`config.mk`:
```
export PLATFORM = sky130hd
export DESIGN_NAME = md_loader_top
export DESIGN_NICKNAME = d
export VERILOG_FILES = /design/src/hw/md_loader_pkg.sv /design/src/hw/cart_header_scan.sv /design/src/hw/region_select.sv /design/src/hw/cheat_code_loader.sv /design/src/hw/backup_ram_seq.sv /design/src/hw/md_loader_top.sv
export SDC_FILE = /design/constraint.sdc
export NUM_CORES = 1
export LEC_CHECK = 0
export ABC_AREA = 1
export BUFFER_PORTS_ARGS = -buffer_cell sky130_fd_sc_hd__buf_2
export CORE_ASPECT_RATIO = 1.2
export CORE_MARGIN = 10
export CORE_UTILIZATION = 55
export CTS_CLUSTER_DIAMETER = 150
export DETAILED_ROUTE_END_ITERATION = 12
export PLACE_DENSITY = 0.82
export SLEW_MARGIN = 20
export SYNTH_ARGS = -nofsm -noshare
export SYNTH_HDL_FRONTEND = slang
export SYNTH_SLANG_ARGS = --single-unit
```
`constraint.sdc`:
```
create_clock -name clk_sys -period 2.4 [get_ports clk_sys]
set_input_delay 0.48 -clock clk_sys [delete_from_list [all_inputs] [get_ports clk_sys]]
set_output_delay 0.48 -clock clk_sys [all_outputs]
set_load 0.01 [all_outputs]
```
`src/hw/md_loader_pkg.sv`:
```
`default_nettype none
////////////////////////////////////////
// Cartridge loader shared definitions
// Host download beat, cartridge state, region setup,
// cheat records and backup RAM sector requests
////////////////////////////////////////

package md_loader_pkg;

	// Download indices, matched against index bits 4:0
	localparam logic [4:0] IDX_CART_MD  = 5'd1;
	localparam logic [4:0] IDX_CART_SMS = 5'd2;

	// Cartridge header byte addresses
	localparam logic [24:0] HDR_REGION_ADDR  = 25'h1F0;
	localparam logic [24:0] HDR_REGION2_ADDR = 25'h1F2;
	localparam logic [24:0] HDR_END_ADDR     = 25'h200;

	// PS/2 scan codes for F1 to F3
	localparam logic [8:0] KEY_F1 = 9'h005;
	localparam logic [8:0] KEY_F2 = 9'h006;
	localparam logic [8:0] KEY_F3 = 9'h004;

	localparam int SAVE_SECTORS = 128;
	localparam int CHEAT_WORDS  = 8;

	////////////////////////////////////////
	// Host side
	////////////////////////////////////////

	typedef struct packed {
		logic        download;
		logic [7:0]  index;
		logic        wr;
		logic [24:0] addr;
		logic [15:0] data;
	} ioctl_bus_t;

	typedef struct packed {
		logic       toggle;
		logic       pressed;
		logic [8:0] code;
	} ps2_key_t;

	typedef struct packed {
		logic [6:0] lba;
		logic       rd;
		logic       wr;
	} sd_req_t;

	////////////////////////////////////////
	// Cartridge and region
	////////////////////////////////////////

	typedef struct packed {
		logic active;
		logic ms;
		logic hdr_ready;
		logic hdr_j;
		logic hdr_u;
		logic hdr_e;
	} cart_info_t;

	typedef enum logic [1:0] {
		REGION_JP = 2'd0,
		REGION_US = 2'd1,
		REGION_EU = 2'd2
	} region_e;

	// Search order of the header flags
	typedef enum logic [1:0] {
		PRIO_UEJ = 2'd0,
		PRIO_EUJ = 2'd1,
		PRIO_UJE = 2'd2,
		PRIO_JUE = 2'd3
	} region_prio_e;

	typedef enum logic [1:0] {
		AUTO_HEADER   = 2'd0,
		AUTO_FILE_EXT = 2'd1,
		AUTO_DISABLED = 2'd2
	} auto_region_e;

	typedef struct packed {
		auto_region_e mode;
		region_prio_e prio;
	} region_cfg_t;

	// One cheat record as stored by the matching engine
	typedef struct packed {
		logic [31:0] flags;
		logic [31:0] addr;
		logic [31:0] compare;
		logic [31:0] replace;
	} cheat_code_t;

endpackage

`default_nettype wire

```
`src/hw/cart_header_scan.sv`:
```
`timescale 1ns/1ps
`default_nettype none
////////////////////////////////////////
// Cartridge download decode and header scan
// Flags MD/SMS images and collects the region
// letters found in the cartridge header
////////////////////////////////////////

module cart_header_scan import md_loader_pkg::*; (
	input  wire        clk_sys,
	input  wire        sys_reset,
	input  ioctl_bus_t ioctl_i,
	output cart_info_t cart_o
);

	logic       cart_dl;
	logic       cart_dl_d;
	logic       dl_start;
	logic       dl_end;
	logic       hdr_wr;
	logic       ms_q;
	logic       hdr_ready_q;
	logic [2:0] hdr_flags;
	logic [2:0] hdr_flags_nxt;
	logic [2:0] lo_letter;
	logic [2:0] hi_letter;
	logic [7:0] lo_byte;
	logic [3:0] hex_val;

	// Letter to {j,u,e}
	function automatic logic [2:0] letter_flags(input logic [7:0] ch);
		logic [2:0] f;
		f = 3'b000;
		case (ch)
			"J": f = 3'b100;
			"U": f = 3'b010;
			"E": f = 3'b001;
			default: f = 3'b000;
		endcase
		return f;
	endfunction

	assign cart_dl  = ioctl_i.download &
		(ioctl_i.index[4:0] == IDX_CART_MD || ioctl_i.index[4:0] == IDX_CART_SMS);
	assign dl_start = cart_dl & ~cart_dl_d;
	assign dl_end   = ~cart_dl & cart_dl_d;
	assign hdr_wr   = cart_dl & ioctl_i.wr;

	assign lo_byte   = ioctl_i.data[7:0];
	assign hex_val   = lo_byte[3:0] - 4'd7;
	assign lo_letter = letter_flags(lo_byte);
	assign hi_letter = letter_flags(ioctl_i.data[15:8]);

	always_comb begin
		hdr_flags_nxt = hdr_flags;
		if (dl_start)
			hdr_flags_nxt = 3'b000;
		if (hdr_wr && ioctl_i.addr == HDR_REGION_ADDR) begin
			// Low byte may also hold a hex region mask (bit0 J, bit2 U, bit3 E)
			if (|lo_letter)
				hdr_flags_nxt = hdr_flags_nxt | lo_letter;
			else if (lo_byte >= "0" && lo_byte <= "9")
				hdr_flags_nxt = {lo_byte[0], lo_byte[2], lo_byte[3]};
			else if (lo_byte >= "A" && lo_byte <= "F")
				hdr_flags_nxt = {hex_val[0], hex_val[2], hex_val[3]};
			hdr_flags_nxt = hdr_flags_nxt | hi_letter;
		end
		if (hdr_wr && ioctl_i.addr == HDR_REGION2_ADDR)
			hdr_flags_nxt = hdr_flags_nxt | lo_letter;
	end

	always_ff @(posedge clk_sys) begin
		if (sys_reset) begin
			cart_dl_d   <= 1'b0;
			ms_q        <= 1'b0;
			hdr_ready_q <= 1'b0;
			hdr_flags   <= 3'b000;
		end else begin
			cart_dl_d <= cart_dl;
			hdr_flags <= hdr_flags_nxt;
			if (dl_start)
				ms_q <= (ioctl_i.index[4:0] == IDX_CART_SMS);
			if (dl_end)
				hdr_ready_q <= 1'b0;
			if (hdr_wr && ioctl_i.addr == HDR_END_ADDR)
				hdr_ready_q <= 1'b1;
		end
	end

	assign cart_o = '{active: cart_dl, ms: ms_q, hdr_ready: hdr_ready_q,
		hdr_j: hdr_flags[2], hdr_u: hdr_flags[1], hdr_e: hdr_flags[0]};

endmodule

`default_nettype wire

```
`src/hw/region_select.sv`:
```
`timescale 1ns/1ps
`default_nettype none
////////////////////////////////////////
// Console region selection
// Header flags, file index or F1..F3 keys
////////////////////////////////////////

module region_select import md_loader_pkg::*; (
	input  wire         clk_sys,
	input  wire         sys_reset,
	input  cart_info_t  cart_i,
	input  wire  [7:0]  ioctl_index_i,
	input  region_cfg_t region_cfg_i,
	input  ps2_key_t    key_i,
	output region_e     region_o,
	output logic        region_set_o
);

	logic    ready_d;
	logic    toggle_d;
	logic    ready_rise;
	logic    ready_fall;
	logic    key_event;
	region_e auto_region;
	region_e region_q;
	logic    set_q;

	assign ready_rise = cart_i.hdr_ready & ~ready_d;
	assign ready_fall = ~cart_i.hdr_ready & ready_d;
	assign key_event  = key_i.toggle != toggle_d;

	// First flag present in the configured order
	always_comb begin
		auto_region = REGION_US;
		case (region_cfg_i.prio)
			PRIO_UEJ: begin
				if (cart_i.hdr_u)      auto_region = REGION_US;
				else if (cart_i.hdr_e) auto_region = REGION_EU;
				else if (cart_i.hdr_j) auto_region = REGION_JP;
				else                   auto_region = REGION_US;
			end
			PRIO_EUJ: begin
				if (cart_i.hdr_e)      auto_region = REGION_EU;
				else if (cart_i.hdr_u) auto_region = REGION_US;
				else if (cart_i.hdr_j) auto_region = REGION_JP;
				else                   auto_region = REGION_EU;
			end
			PRIO_UJE: begin
				if (cart_i.hdr_u)      auto_region = REGION_US;
				else if (cart_i.hdr_j) auto_region = REGION_JP;
				else if (cart_i.hdr_e) auto_region = REGION_EU;
				else                   auto_region = REGION_US;
			end
			PRIO_JUE: begin
				if (cart_i.hdr_j)      auto_region = REGION_JP;
				else if (cart_i.hdr_u) auto_region = REGION_US;
				else if (cart_i.hdr_e) auto_region = REGION_EU;
				else                   auto_region = REGION_JP;
			end
			default: auto_region = REGION_US;
		endcase
	end

	always_ff @(posedge clk_sys) begin
		if (sys_reset) begin
			ready_d  <= 1'b0;
			toggle_d <= 1'b0;
			region_q <= REGION_JP;
			set_q    <= 1'b0;
		end else begin
			ready_d  <= cart_i.hdr_ready;
			toggle_d <= key_i.toggle;

			if (key_event) begin
				case (key_i.code)
					KEY_F1: begin
						region_q <= REGION_JP;
						set_q    <= key_i.pressed;
					end
					KEY_F2: begin
						region_q <= REGION_US;
						set_q    <= key_i.pressed;
					end
					KEY_F3: begin
						region_q <= REGION_EU;
						set_q    <= key_i.pressed;
					end
					default: ;
				endcase
			end

			// Master System images carry no MD header
			if (ready_rise && !cart_i.ms && region_cfg_i.mode != AUTO_DISABLED) begin
				if (region_cfg_i.mode == AUTO_HEADER) begin
					region_q <= auto_region;
					set_q    <= 1'b1;
				end else begin
					region_q <= region_e'(ioctl_index_i[7:6]);
					set_q    <= |ioctl_index_i;
				end
			end

			if (ready_fall)
				set_q <= 1'b0;
		end
	end

	assign region_o     = region_q;
	assign region_set_o = set_q;

endmodule

`default_nettype wire

```
`src/hw/cheat_code_loader.sv`:
```
`timescale 1ns/1ps
`default_nettype none
////////////////////////////////////////
// Cheat file loader
// Packs 16-bit download words into cheat records
////////////////////////////////////////

module cheat_code_loader import md_loader_pkg::*; (
	input  wire         clk_sys,
	input  wire         sys_reset,
	input  ioctl_bus_t  ioctl_i,
	input  cart_info_t  cart_i,
	output cheat_code_t cheat_o,
	output logic        cheat_valid_o
);

	// Byte offset of the last word in a record
	localparam logic [3:0] LAST_OFS = 4'((CHEAT_WORDS - 1) * 2);

	logic        code_wr;
	cheat_code_t cheat_q;
	logic        valid_q;

	assign code_wr = ioctl_i.download & (&ioctl_i.index) & ioctl_i.wr;

	// Record words arrive low half first
	always_ff @(posedge clk_sys) begin
		if (cart_i.active) begin
			cheat_q <= '0;
		end else if (code_wr) begin
			case (ioctl_i.addr[3:0])
				4'd0:  cheat_q.flags[15:0]    <= ioctl_i.data;
				4'd2:  cheat_q.flags[31:16]   <= ioctl_i.data;
				4'd4:  cheat_q.addr[15:0]     <= ioctl_i.data;
				4'd6:  cheat_q.addr[31:16]    <= ioctl_i.data;
				4'd8:  cheat_q.compare[15:0]  <= ioctl_i.data;
				4'd10: cheat_q.compare[31:16] <= ioctl_i.data;
				4'd12: cheat_q.replace[15:0]  <= ioctl_i.data;
				4'd14: cheat_q.replace[31:16] <= ioctl_i.data;
				default: ;
			endcase
		end
	end

	always_ff @(posedge clk_sys) begin
		if (sys_reset)
			valid_q <= 1'b0;
		else
			valid_q <= code_wr && !cart_i.active && ioctl_i.addr[3:0] == LAST_OFS;
	end

	assign cheat_o       = cheat_q;
	assign cheat_valid_o = valid_q;

endmodule

`default_nettype wire

```
`src/hw/backup_ram_seq.sv`:
```
`timescale 1ns/1ps
`default_nettype none
////////////////////////////////////////
// Backup RAM save/load sequencer
// Walks all save sectors through the host
// request/ack handshake and tracks autosave
////////////////////////////////////////

module backup_ram_seq import md_loader_pkg::*; (
	input  wire        clk_sys,
	input  wire        sys_reset,
	input  cart_info_t cart_i,
	input  wire        img_mounted_i,
	input  wire        img_readonly_i,
	input  wire        img_size_nz_i,
	input  wire        bk_load_i,
	input  wire        bk_save_i,
	input  wire        autosave_i,
	input  wire        osd_status_i,
	input  wire        bk_change_i,
	input  wire        sd_ack_i,
	output sd_req_t    sd_req_o,
	output logic       bk_loading_o,
	output logic       bk_busy_o,
	output logic       sav_pending_o
);

	typedef enum logic [1:0] {
		SEQ_IDLE,
		SEQ_REQ,
		SEQ_ACK
	} seq_state_e;

	localparam logic [6:0] LAST_LBA = 7'(SAVE_SECTORS - 1);

	seq_state_e state;
	logic       bk_ena;
	logic       pending;
	logic       loading;
	logic [6:0] lba_q;
	logic       rd_q;
	logic       wr_q;
	logic       active_d;
	logic       change_d;
	logic       load_d;
	logic       save_d;
	logic       ack_d;
	logic       save_req;
	logic       start_load;
	logic       start_save;
	logic       dl_done;

	// Autosave fires once the OSD is opened
	assign save_req   = bk_save_i | (pending & osd_status_i & autosave_i);
	assign dl_done    = active_d & ~cart_i.active & img_size_nz_i;
	assign start_load = dl_done | (bk_load_i & ~load_d);
	assign start_save = save_req & ~save_d;

	////////////////////////////////////////
	// Enable and pending flag
	////////////////////////////////////////

	always_ff @(posedge clk_sys) begin
		if (sys_reset) begin
			active_d <= 1'b0;
			change_d <= 1'b0;
			bk_ena   <= 1'b0;
			pending  <= 1'b0;
		end else begin
			active_d <= cart_i.active;
			change_d <= bk_change_i;
			if (cart_i.active && !active_d)
				bk_ena <= 1'b0;
			// Save image is mounted while the cartridge streams in
			if (cart_i.active && img_mounted_i && !img_readonly_i)
				bk_ena <= 1'b1;
			if (bk_change_i && !change_d && !osd_status_i)
				pending <= 1'b1;
			else if (state != SEQ_IDLE)
				pending <= 1'b0;
		end
	end

	////////////////////////////////////////
	// Sector sequencer
	////////////////////////////////////////

	always_ff @(posedge clk_sys) begin
		if (sys_reset) begin
			state   <= SEQ_IDLE;
			loading <= 1'b0;
			lba_q   <= '0;
			rd_q    <= 1'b0;
			wr_q    <= 1'b0;
			load_d  <= 1'b0;
			save_d  <= 1'b0;
			ack_d   <= 1'b0;
		end else begin
			load_d <= bk_load_i;
			save_d <= save_req;
			ack_d  <= sd_ack_i;
			case (state)
				SEQ_IDLE: begin
					if (bk_ena && (start_load || start_save)) begin
						state   <= SEQ_REQ;
						loading <= start_load;
						lba_q   <= '0;
						rd_q    <= start_load;
						wr_q    <= ~start_load;
					end
				end
				SEQ_REQ: begin
					if (sd_ack_i && !ack_d) begin
						rd_q  <= 1'b0;
						wr_q  <= 1'b0;
						state <= SEQ_ACK;
					end
				end
				SEQ_ACK: begin
					if (!sd_ack_i && ack_d) begin
						if (lba_q == LAST_LBA) begin
							state   <= SEQ_IDLE;
							loading <= 1'b0;
						end else begin
							state <= SEQ_REQ;
							lba_q <= lba_q + 7'd1;
							rd_q  <= loading;
							wr_q  <= ~loading;
						end
					end
				end
				default: state <= SEQ_IDLE;
			endcase
		end
	end

	assign sd_req_o      = '{lba: lba_q, rd: rd_q, wr: wr_q};
	assign bk_loading_o  = loading;
	assign bk_busy_o     = state != SEQ_IDLE;
	assign sav_pending_o = pending;

endmodule

`default_nettype wire

```
`src/hw/md_loader_top.sv`:
```
`timescale 1ns/1ps
`default_nettype none
////////////////////////////////////////
// Mega Drive cartridge loader top level
// Header scan, region choice, cheats, backup RAM
////////////////////////////////////////

module md_loader_top import md_loader_pkg::*; (
	input  wire         clk_sys,
	input  wire         sys_reset,
	input  ioctl_bus_t  ioctl_i,
	input  ps2_key_t    key_i,
	input  region_cfg_t region_cfg_i,
	input  wire         img_mounted_i,
	input  wire         img_readonly_i,
	input  wire         img_size_nz_i,
	input  wire         bk_load_i,
	input  wire         bk_save_i,
	input  wire         autosave_i,
	input  wire         osd_status_i,
	input  wire         bk_change_i,
	input  wire         sd_ack_i,
	output region_e     region_o,
	output logic        region_set_o,
	output cheat_code_t cheat_o,
	output logic        cheat_valid_o,
	output sd_req_t     sd_req_o,
	output logic        bk_loading_o,
	output logic        bk_busy_o,
	output logic        sav_pending_o,
	output cart_info_t  cart_o
);

	// Cartridge state fans out to the other blocks
	cart_header_scan cart_header_scan_inst (
		.clk_sys   (clk_sys),
		.sys_reset (sys_reset),
		.ioctl_i   (ioctl_i),
		.cart_o    (cart_o)
	);

	region_select region_select_inst (
		.clk_sys       (clk_sys),
		.sys_reset     (sys_reset),
		.cart_i        (cart_o),
		.ioctl_index_i (ioctl_i.index),
		.region_cfg_i  (region_cfg_i),
		.key_i         (key_i),
		.region_o      (region_o),
		.region_set_o  (region_set_o)
	);

	cheat_code_loader cheat_code_loader_inst (
		.clk_sys       (clk_sys),
		.sys_reset     (sys_reset),
		.ioctl_i       (ioctl_i),
		.cart_i        (cart_o),
		.cheat_o       (cheat_o),
		.cheat_valid_o (cheat_valid_o)
	);

	backup_ram_seq backup_ram_seq_inst (
		.clk_sys        (clk_sys),
		.sys_reset      (sys_reset),
		.cart_i         (cart_o),
		.img_mounted_i  (img_mounted_i),
		.img_readonly_i (img_readonly_i),
		.img_size_nz_i  (img_size_nz_i),
		.bk_load_i      (bk_load_i),
		.bk_save_i      (bk_save_i),
		.autosave_i     (autosave_i),
		.osd_status_i   (osd_status_i),
		.bk_change_i    (bk_change_i),
		.sd_ack_i       (sd_ack_i),
		.sd_req_o       (sd_req_o),
		.bk_loading_o   (bk_loading_o),
		.bk_busy_o      (bk_busy_o),
		.sav_pending_o  (sav_pending_o)
	);

endmodule

`default_nettype wire

```
==> results of run 1 <==
-- through the flow --
stage / instances / hold WS, ns
after detailed placement: 1161 / 0.4776
final: 1196 / 0.2982
after CTS: 1193 / 0.2851
after global routing: 1194 / 0.2919
after floorplan: 798 / 0.4541
after global placement: 1161 / 0.4645
-- path summary, 6_finish.rpt --
path / start / end / slack, ns / depth (start not counted)
worst max-delay path: backup_ram_seq_inst.state[0]$_SDFFE_PP0P_ / backup_ram_seq_inst.lba_q[2]$_SDFFE_PP0P_ / 0.46 / 8
worst min-delay path: bk_load_i / backup_ram_seq_inst.load_d$_SDFF_PP0_ / 0.30 / 3
worst max register to register: backup_ram_seq_inst.state[0]$_SDFFE_PP0P_ / backup_ram_seq_inst.lba_q[2]$_SDFFE_PP0P_ / 0.46 / 8
worst min register to register: backup_ram_seq_inst.lba_q[5]$_SDFFE_PP0P_ / backup_ram_seq_inst.lba_q[5]$_SDFFE_PP0P_ / 0.49 / 2
-- report_power, final --
group / switching [mW] / total, mW / internal (mW)
Combinational: 0.520 / 0.768 / 0.248
Sequential: 0.0387 / 2.71 / 2.68
Clock: 1.17 / 2.67 / 1.50
Total: 1.73 / 6.15 / 4.42
-- per-layer routing --
metal | track usage, % | vias up
met5 | 0 | -
met4 | 8.401 | 4
met3 | 9.643 | 36
met2 | 39.20 | 228
met1 | 25.92 | 3002
li1 | - | 3151
-- synthesized netlist by cell type --
master | n | share of area, %
buf_6 | 16 | 2.5
clkinv_1 | 6 | 0.31
mux2i_1 | 2 | 0.28
dfxtp_1 | 158 | 44
inv_2 | 4 | 0.21
nor2_1 | 187 | 9.8
nor2_2 | 5 | 0.43
and3_1 | 1 | 0.087
o21ai_0 | 12 | 0.83
buf_4 | 14 | 1.5
nor3_4 | 1 | 0.23
a211oi_2 | 112 | 19
o211ai_1 | 4 | 0.42
nand3b_1 | 1 | 0.10
inv_1 | 53 | 2.8
a2111oi_0 | 1 | 0.12
xor2_1 | 4 | 0.49
xnor2_1 | 1 | 0.12
nand2_1 | 72 | 3.8
nand3_1 | 31 | 2.2
or3_1 | 1 | 0.087
nand4_2 | 1 | 0.17
o21ai_2 | 1 | 0.12
nor2_4 | 8 | 1.3
a22oi_1 | 1 | 0.10
clkbuf_1 | 6 | 0.31
a31oi_1 | 1 | 0.087
nand2_4 | 3 | 0.47
nor3_1 | 11 | 0.77
buf_2 | 14 | 0.97
ha_1 | 5 | 0.87
or2_2 | 4 | 0.35
nand4_1 | 12 | 1.0
a21oi_1 | 21 | 1.5
a211oi_1 | 16 | 1.7
nand3_2 | 1 | 0.14
a31o_2 | 1 | 0.12
nor4_1 | 6 | 0.52
-- worst max-delay path, cell delays in order, from the launching register on --
cell and delay, ns:
dfxtp_1 0.37, inv_1 0.10, ha_1 0.25, inv_1 0.31
a21oi_1 0.11, nor2_2 0.41, nand2_4 0.13, nand2_1 0.08
a21oi_1 0.05
-- cell families after synthesis --
logic type,Yosys count,synth area share [%]
xor gates and xnor gates,5,0.6087
adders and majority gates,5,0.8696
DFF,158,43.97
buffers and inverters,113,8.539
and+or+nand+nor,345,21.32
AOI/OAI and AO/OA,170,24.42
muxes,2,0.2783
-- flip-flops by register name, summed over array words and instances (netlist names), 2 cells and up --
name and cells:
backup_ram_seq_inst.state 2, region_select_inst.region_o 2, cheat_code_loader_inst.cheat_o 128, backup_ram_seq_inst.lba_q 7, cart_header_scan_inst.hdr_flags 3
-- final cells by class --
class / instances / area, um2
antenna: 3 / 7.507
clock buffer: 18 / 439.2
clock inverter: 14 / 143.9
fill: 1021 / 3691
inverter: 63 / 241.5
multi-input combinational: 527 / 3417
sequential: 158 / 3163
tap: 164 / 205.2
timing repair buffer: 249 / 1416
==> results.cfg, run 1 <==
[cts]
clk_path_buf_depth = 2
clock-sinks = 158
clk_latency_ns = 0.42
tritoncts = done
cts_setup_buffers = 0
cts_resized = 0
h-tree-depth = 4
numCtsBuffers = 17
cts_root_buf = clkbuf_16
path_clk_slew_ns = 0.06
cts_hold_buffers = 0

[place]
io_buffers = 226
placed_area_um2 = 8443
place_ws_ns = 0.3777
place.gp.congestion = 0.8763
dp_hpwl_um = 16080

[finish]
final_core_util_pct = 70.99
final_cell_mix = 226 x buf_2, 187 x nor2_1, 158 x dfxtp_1
final_common_cell = buf_2
syn2layout_area_growth_pct = 25.57
drive_gt1_share_pct = 41.01
layout.nets = 1098
stdcell_area_um2 = 9034

[timing]
setup_tns_ns = 0
rsz0062_at_grt = no
fin_ws_ns = 0.4591
skew_ns = 0.01088
tightest_slew_ns = 0.6284
fmax_mhz = 515.2
finalCriticalPeriod_ns = 1.941
finalSetupViolCount = 0
finalCritPeriodShare_pct = 80.87
max_slew_margin_pct = 58.06
hold_viol = 0
drv_slew = 0

[synth]
synth_area_um2 = 7194
synthDistinctLibCells = 38
syn_nets = 880
synth_warnings = 0
synth.avg_cell_area_um2 = 9.016
ys_seq_area_share_pct = 43.97
synth_seq_cells = 158
synthCells = 798

[power_and_ir_drop]
power_mw = 6.149
ir_drop_v = 0.0005525
p_per_area_nw_per_um2 = 680.7
leakage_nw = 4.127

[worst_hold_path]
hold_class = in -> reg

[worst_setup_path]
crit_arrival_ns = 2.22
start_kind = flip-flop
critPathCaptureType = flip-flop
worstPathRequired_ns = 2.68
path_max_fanout = 12
path_class = reg -> reg

[floorplanning]
die_area_um2 = 18070
core_area_um2 = 12720
initial_utilization_pct = 56.54
fp.dieH_um = 145.3
io_pins = 227
rows = 45
die_width_um = 124.4

[detailed_routing]
wl_met3_um = 2019
dr.pass1.iters = 5
routedLengthMet1_um = 8545
vias_per_cell = 5.369
wire_per_inst_um = 18.40
route.vias.total = 6421
drtIter0Drc = 426
route.top_layer_used = met5
met2_wirelength_um = 10830
ant_nets = 0
drt_wl_total_um = 22000
drc = 0

[global_route]
grt_max_degree = 78
grt-ovfl-total = 0
grt_use_total_pct = 23.37
grt_pass1_wl_um = 34590
grt_pass1_vias = 6408
antenna_found_initial = 5

[job]
maxCapViolCount = 0

[outcome]
outcome = finished clean
Power figures use the tool's default switching activity.
==> run 2: changes to the inputs <==
--- a/config.mk
+++ b/config.mk
@@ -5,14 +5,14 @@
 export SDC_FILE = /design/constraint.sdc
 export NUM_CORES = 1
 export LEC_CHECK = 0
-export ABC_AREA = 1
+export ABC_AREA = 0
 export BUFFER_PORTS_ARGS = -buffer_cell sky130_fd_sc_hd__buf_2
 export CORE_ASPECT_RATIO = 1.2
 export CORE_MARGIN = 10
-export CORE_UTILIZATION = 55
+export CORE_UTILIZATION = 46
 export CTS_CLUSTER_DIAMETER = 150
 export DETAILED_ROUTE_END_ITERATION = 12
-export PLACE_DENSITY = 0.82
+export PLACE_DENSITY = 0.74
 export SLEW_MARGIN = 20
 export SYNTH_ARGS = -nofsm -noshare
 export SYNTH_HDL_FRONTEND = slang
==> constraint.sdc (replaced) <==
create_clock -name clk_sys -period 1.66 [get_ports clk_sys]
set_input_delay 0.332 -clock clk_sys [delete_from_list [all_inputs] [get_ports clk_sys]]
set_output_delay 0.332 -clock clk_sys [all_outputs]
set_load 0.01 [all_outputs]
==> run 2 against run 1 <==
- the flow now finishes with violations (setup timing)
- global-route usage is 0.82 points higher
- flip-flop and latch count stayed put
- critical path depth stayed put
- critical endpoint is now backup_ram_seq_inst.lba_q[3]$_SDFFE_PP0P_
==> results.cfg, run 2 <==
[floorplanning]
core_area_um2 = 14410
fp.dieH_um = 152.7
die_width_um = 130.6
rows = 48
io_pins = 227
initial_utilization_pct = 46.81
die_area_um2 = 19930

[global_route]
grt-ovfl-total = 0
grt_use_total_pct = 24.19
grt_max_degree = 48
grt_pass1_vias = 7121
grt_pass1_wl_um = 38200
antenna_found_initial = 4

[cts]
path_clk_slew_ns = 0.06
clock-sinks = 158
clk_path_buf_depth = 2
clk_latency_ns = 0.42
cts_root_buf = clkbuf_16
h-tree-depth = 4
tritoncts = done
cts_hold_buffers = 0
numCtsBuffers = 17

[place]
dp_hpwl_um = 18130
place.gp.congestion = 0.8605
io_buffers = 226

[finish]
seqCellArea_um2 = 3167
final_cell_mix = 225 x buf_2, 155 x dfxtp_1, 117 x nand2_1
fill_cells = 1188
drive_gt1_share_pct = 37.96
multi_input_area_um2 = 3336
final_common_cell = buf_2
layout.nets = 1200
largest_reg_flops = 128
final_core_util_pct = 66.57
syn2layout_area_growth_pct = 42.20

[power_and_ir_drop]
ir_drop_v = 0.0006483
power_mw = 8.737
leakage_nw = 4.583
p_per_area_nw_per_um2 = 910.6

[timing]
setup_tns_ns = -0.4846
hold_slack_ns = 0.1366
fin_ws_ns = -0.1155
drv_slew = 0
hold_viol = 0
max_slew_margin_pct = 65.11
rsz0062_at_grt = yes
finalCriticalPeriod_ns = 1.776
skew_ns = 0.005855
fmax_mhz = 563.2
tightest_slew_ns = 0.5161
finalSetupViolCount = 7
finalCritPeriodShare_pct = 107.0

[synth]
async_flop_share_pct = 0
yosys-top-cells-count = 158 x dfxtp_1, 119 x nand2_1, 109 x a21oi_1
syn_nets = 902
ys_seq_area_share_pct = 46.88
netlist.area_leader.share_pct = 46.88
synth_warnings = 0
synthDistinctLibCells = 68
synthTopCellsByArea = dfxtp_1 47%, a21oi_1 8.1%, nand3_1 7.9%
synth_edf_count = 0
yosys_most_used_dff = dfxtp_1
synth_seq_cells = 158
synth_area_um2 = 6748
synth.avg_cell_area_um2 = 8.229
synth_most_common_cell = dfxtp_1
synth_largest_area_cell = dfxtp_1
synthCells = 820

[detailed_routing]
drt_wl_total_um = 24760
route.vias.total = 7288
wire_per_inst_um = 18.93
vias_per_cell = 5.572
dr.pass1.iters = 5
ant_nets = 0
drtIter0Drc = 565
drc = 0

[worst_setup_path]
critPathCaptureType = flip-flop
cpPeakStageDelay_ns = 0.47
worst_path_max_delay_cell = or4_4
cp_cell_sequence = inv_2 > ha_4 > inv_8 > a2bb2oi_4 > o211ai_1 > buf_4 > or4_4 > a21oi_1
crit_arrival_ns = 2.13
path_class = reg -> reg
path_max_fanout = 5
worstPathRequired_ns = 2.02
start_kind = flip-flop

[outcome]
violations = setup timing
outcome = finished, violations left

[job]
maxCapViolCount = 0

[worst_hold_path]
hold_class = in -> reg
run 2: changes by cell type after synthesis, sizes merged, moves of 7 or more:
cell,change
nor2b,+7
inv,-40
nor2,-141
clkbuf,+44
nor3,-7
or4,+7
nand2,+44
mux2i,+31
buf,-19
nand3,+75
nand4,-9
a31oi,+8
a21oi,+88
a211oi,-127
run 2: path summary, 6_finish.rpt:
| path | startpoint | endpoint | slack (ns) | cells after the start |
|---|---|---|---|---|
| hold / removal | bk_change_i | backup_ram_seq_inst.change_d$_SDFF_PP0_ | 0.14 | 2 |
| setup / recovery | backup_ram_seq_inst.state[1]$_SDFFE_PP0P_ | backup_ram_seq_inst.lba_q[3]$_SDFFE_PP0P_ | -0.12 | 8 |
| setup reg to reg | backup_ram_seq_inst.state[1]$_SDFFE_PP0P_ | backup_ram_seq_inst.lba_q[3]$_SDFFE_PP0P_ | -0.12 | 8 |
| hold reg to reg | cheat_code_loader_inst.cheat_o[77]$_SDFFE_PP0P_ | cheat_code_loader_inst.cheat_o[77]$_SDFFE_PP0P_ | 0.45 | 2 |
run 2: timing repair:
item / 4_1_cts / 5_1_grt
pin swaps: 5 / 11
gates cloned: 0 / 0
setup buffers: 10 / 3
resized for setup: 15 / 15
endpoints found under the hold margin: 0 / 0
endpoints found under the setup margin: 10 / 16
run 2: final cells by class:
type	instances	area share, %
diodes	3	0.07824
clock buffers	19	4.616
repair buffers	354	23.29
flip-flops and latches	158	33.00
multi-input cells	569	34.76
well taps	175	2.282
clock inverters	12	1.161
inverters	18	0.8084
run 2: kinds of logic after synthesis:
logic type,count (synthesis),share of synthesized area [%]
and+or+nand+nor,350,25.53
xor gates and xnor gates,2,0.2596
adders and majority gates,5,0.9271
AOI/OAI and AO/OA,179,15.56
DFF,158,46.88
buffers and inverters,93,5.952
muxes,33,4.895
run 2: where the power goes:
group	switching, mW	internal (mW)	total [mW]
combinational	0.614	0.548	1.16
clock	1.62	2.11	3.72
sequential	0.0218	3.83	3.85
total	2.25	6.48	8.74
run 2: routing by layer:
| layer | up-vias | global-route usage, % | share of wire, % |
|---|---|---|---|
| li1 | 3455 | - | - |
| met1 | 3427 | 28.48 | 39 |
| met2 | 359 | 39.81 | 48 |
| met3 | 45 | 8.597 | 11 |
| met4 | 2 | 7.586 | 2.0 |
| met5 | - | 0 | 0.069 |
run 2: worst max-delay path, delay by kind of cell, from the launching register on:
kind | cells | cell delay, ns
compound gates | 3 | 0.42
fa+ha+maj | 1 | 0.18
simple gates | 1 | 0.47
flops | 1 | 0.35
buf+inv | 3 | 0.28
run 2: through the flow:
step	worst slack, ns	cell area, um2	instances
floorplan	-0.04212	6830	820
global placement	-0.2292	8836	1263
detailed placement	-0.2530	8836	1263
CTS	-0.1276	9520	1303
global route	-0.2093	9590	1306
finish	-0.1155	9595	1308
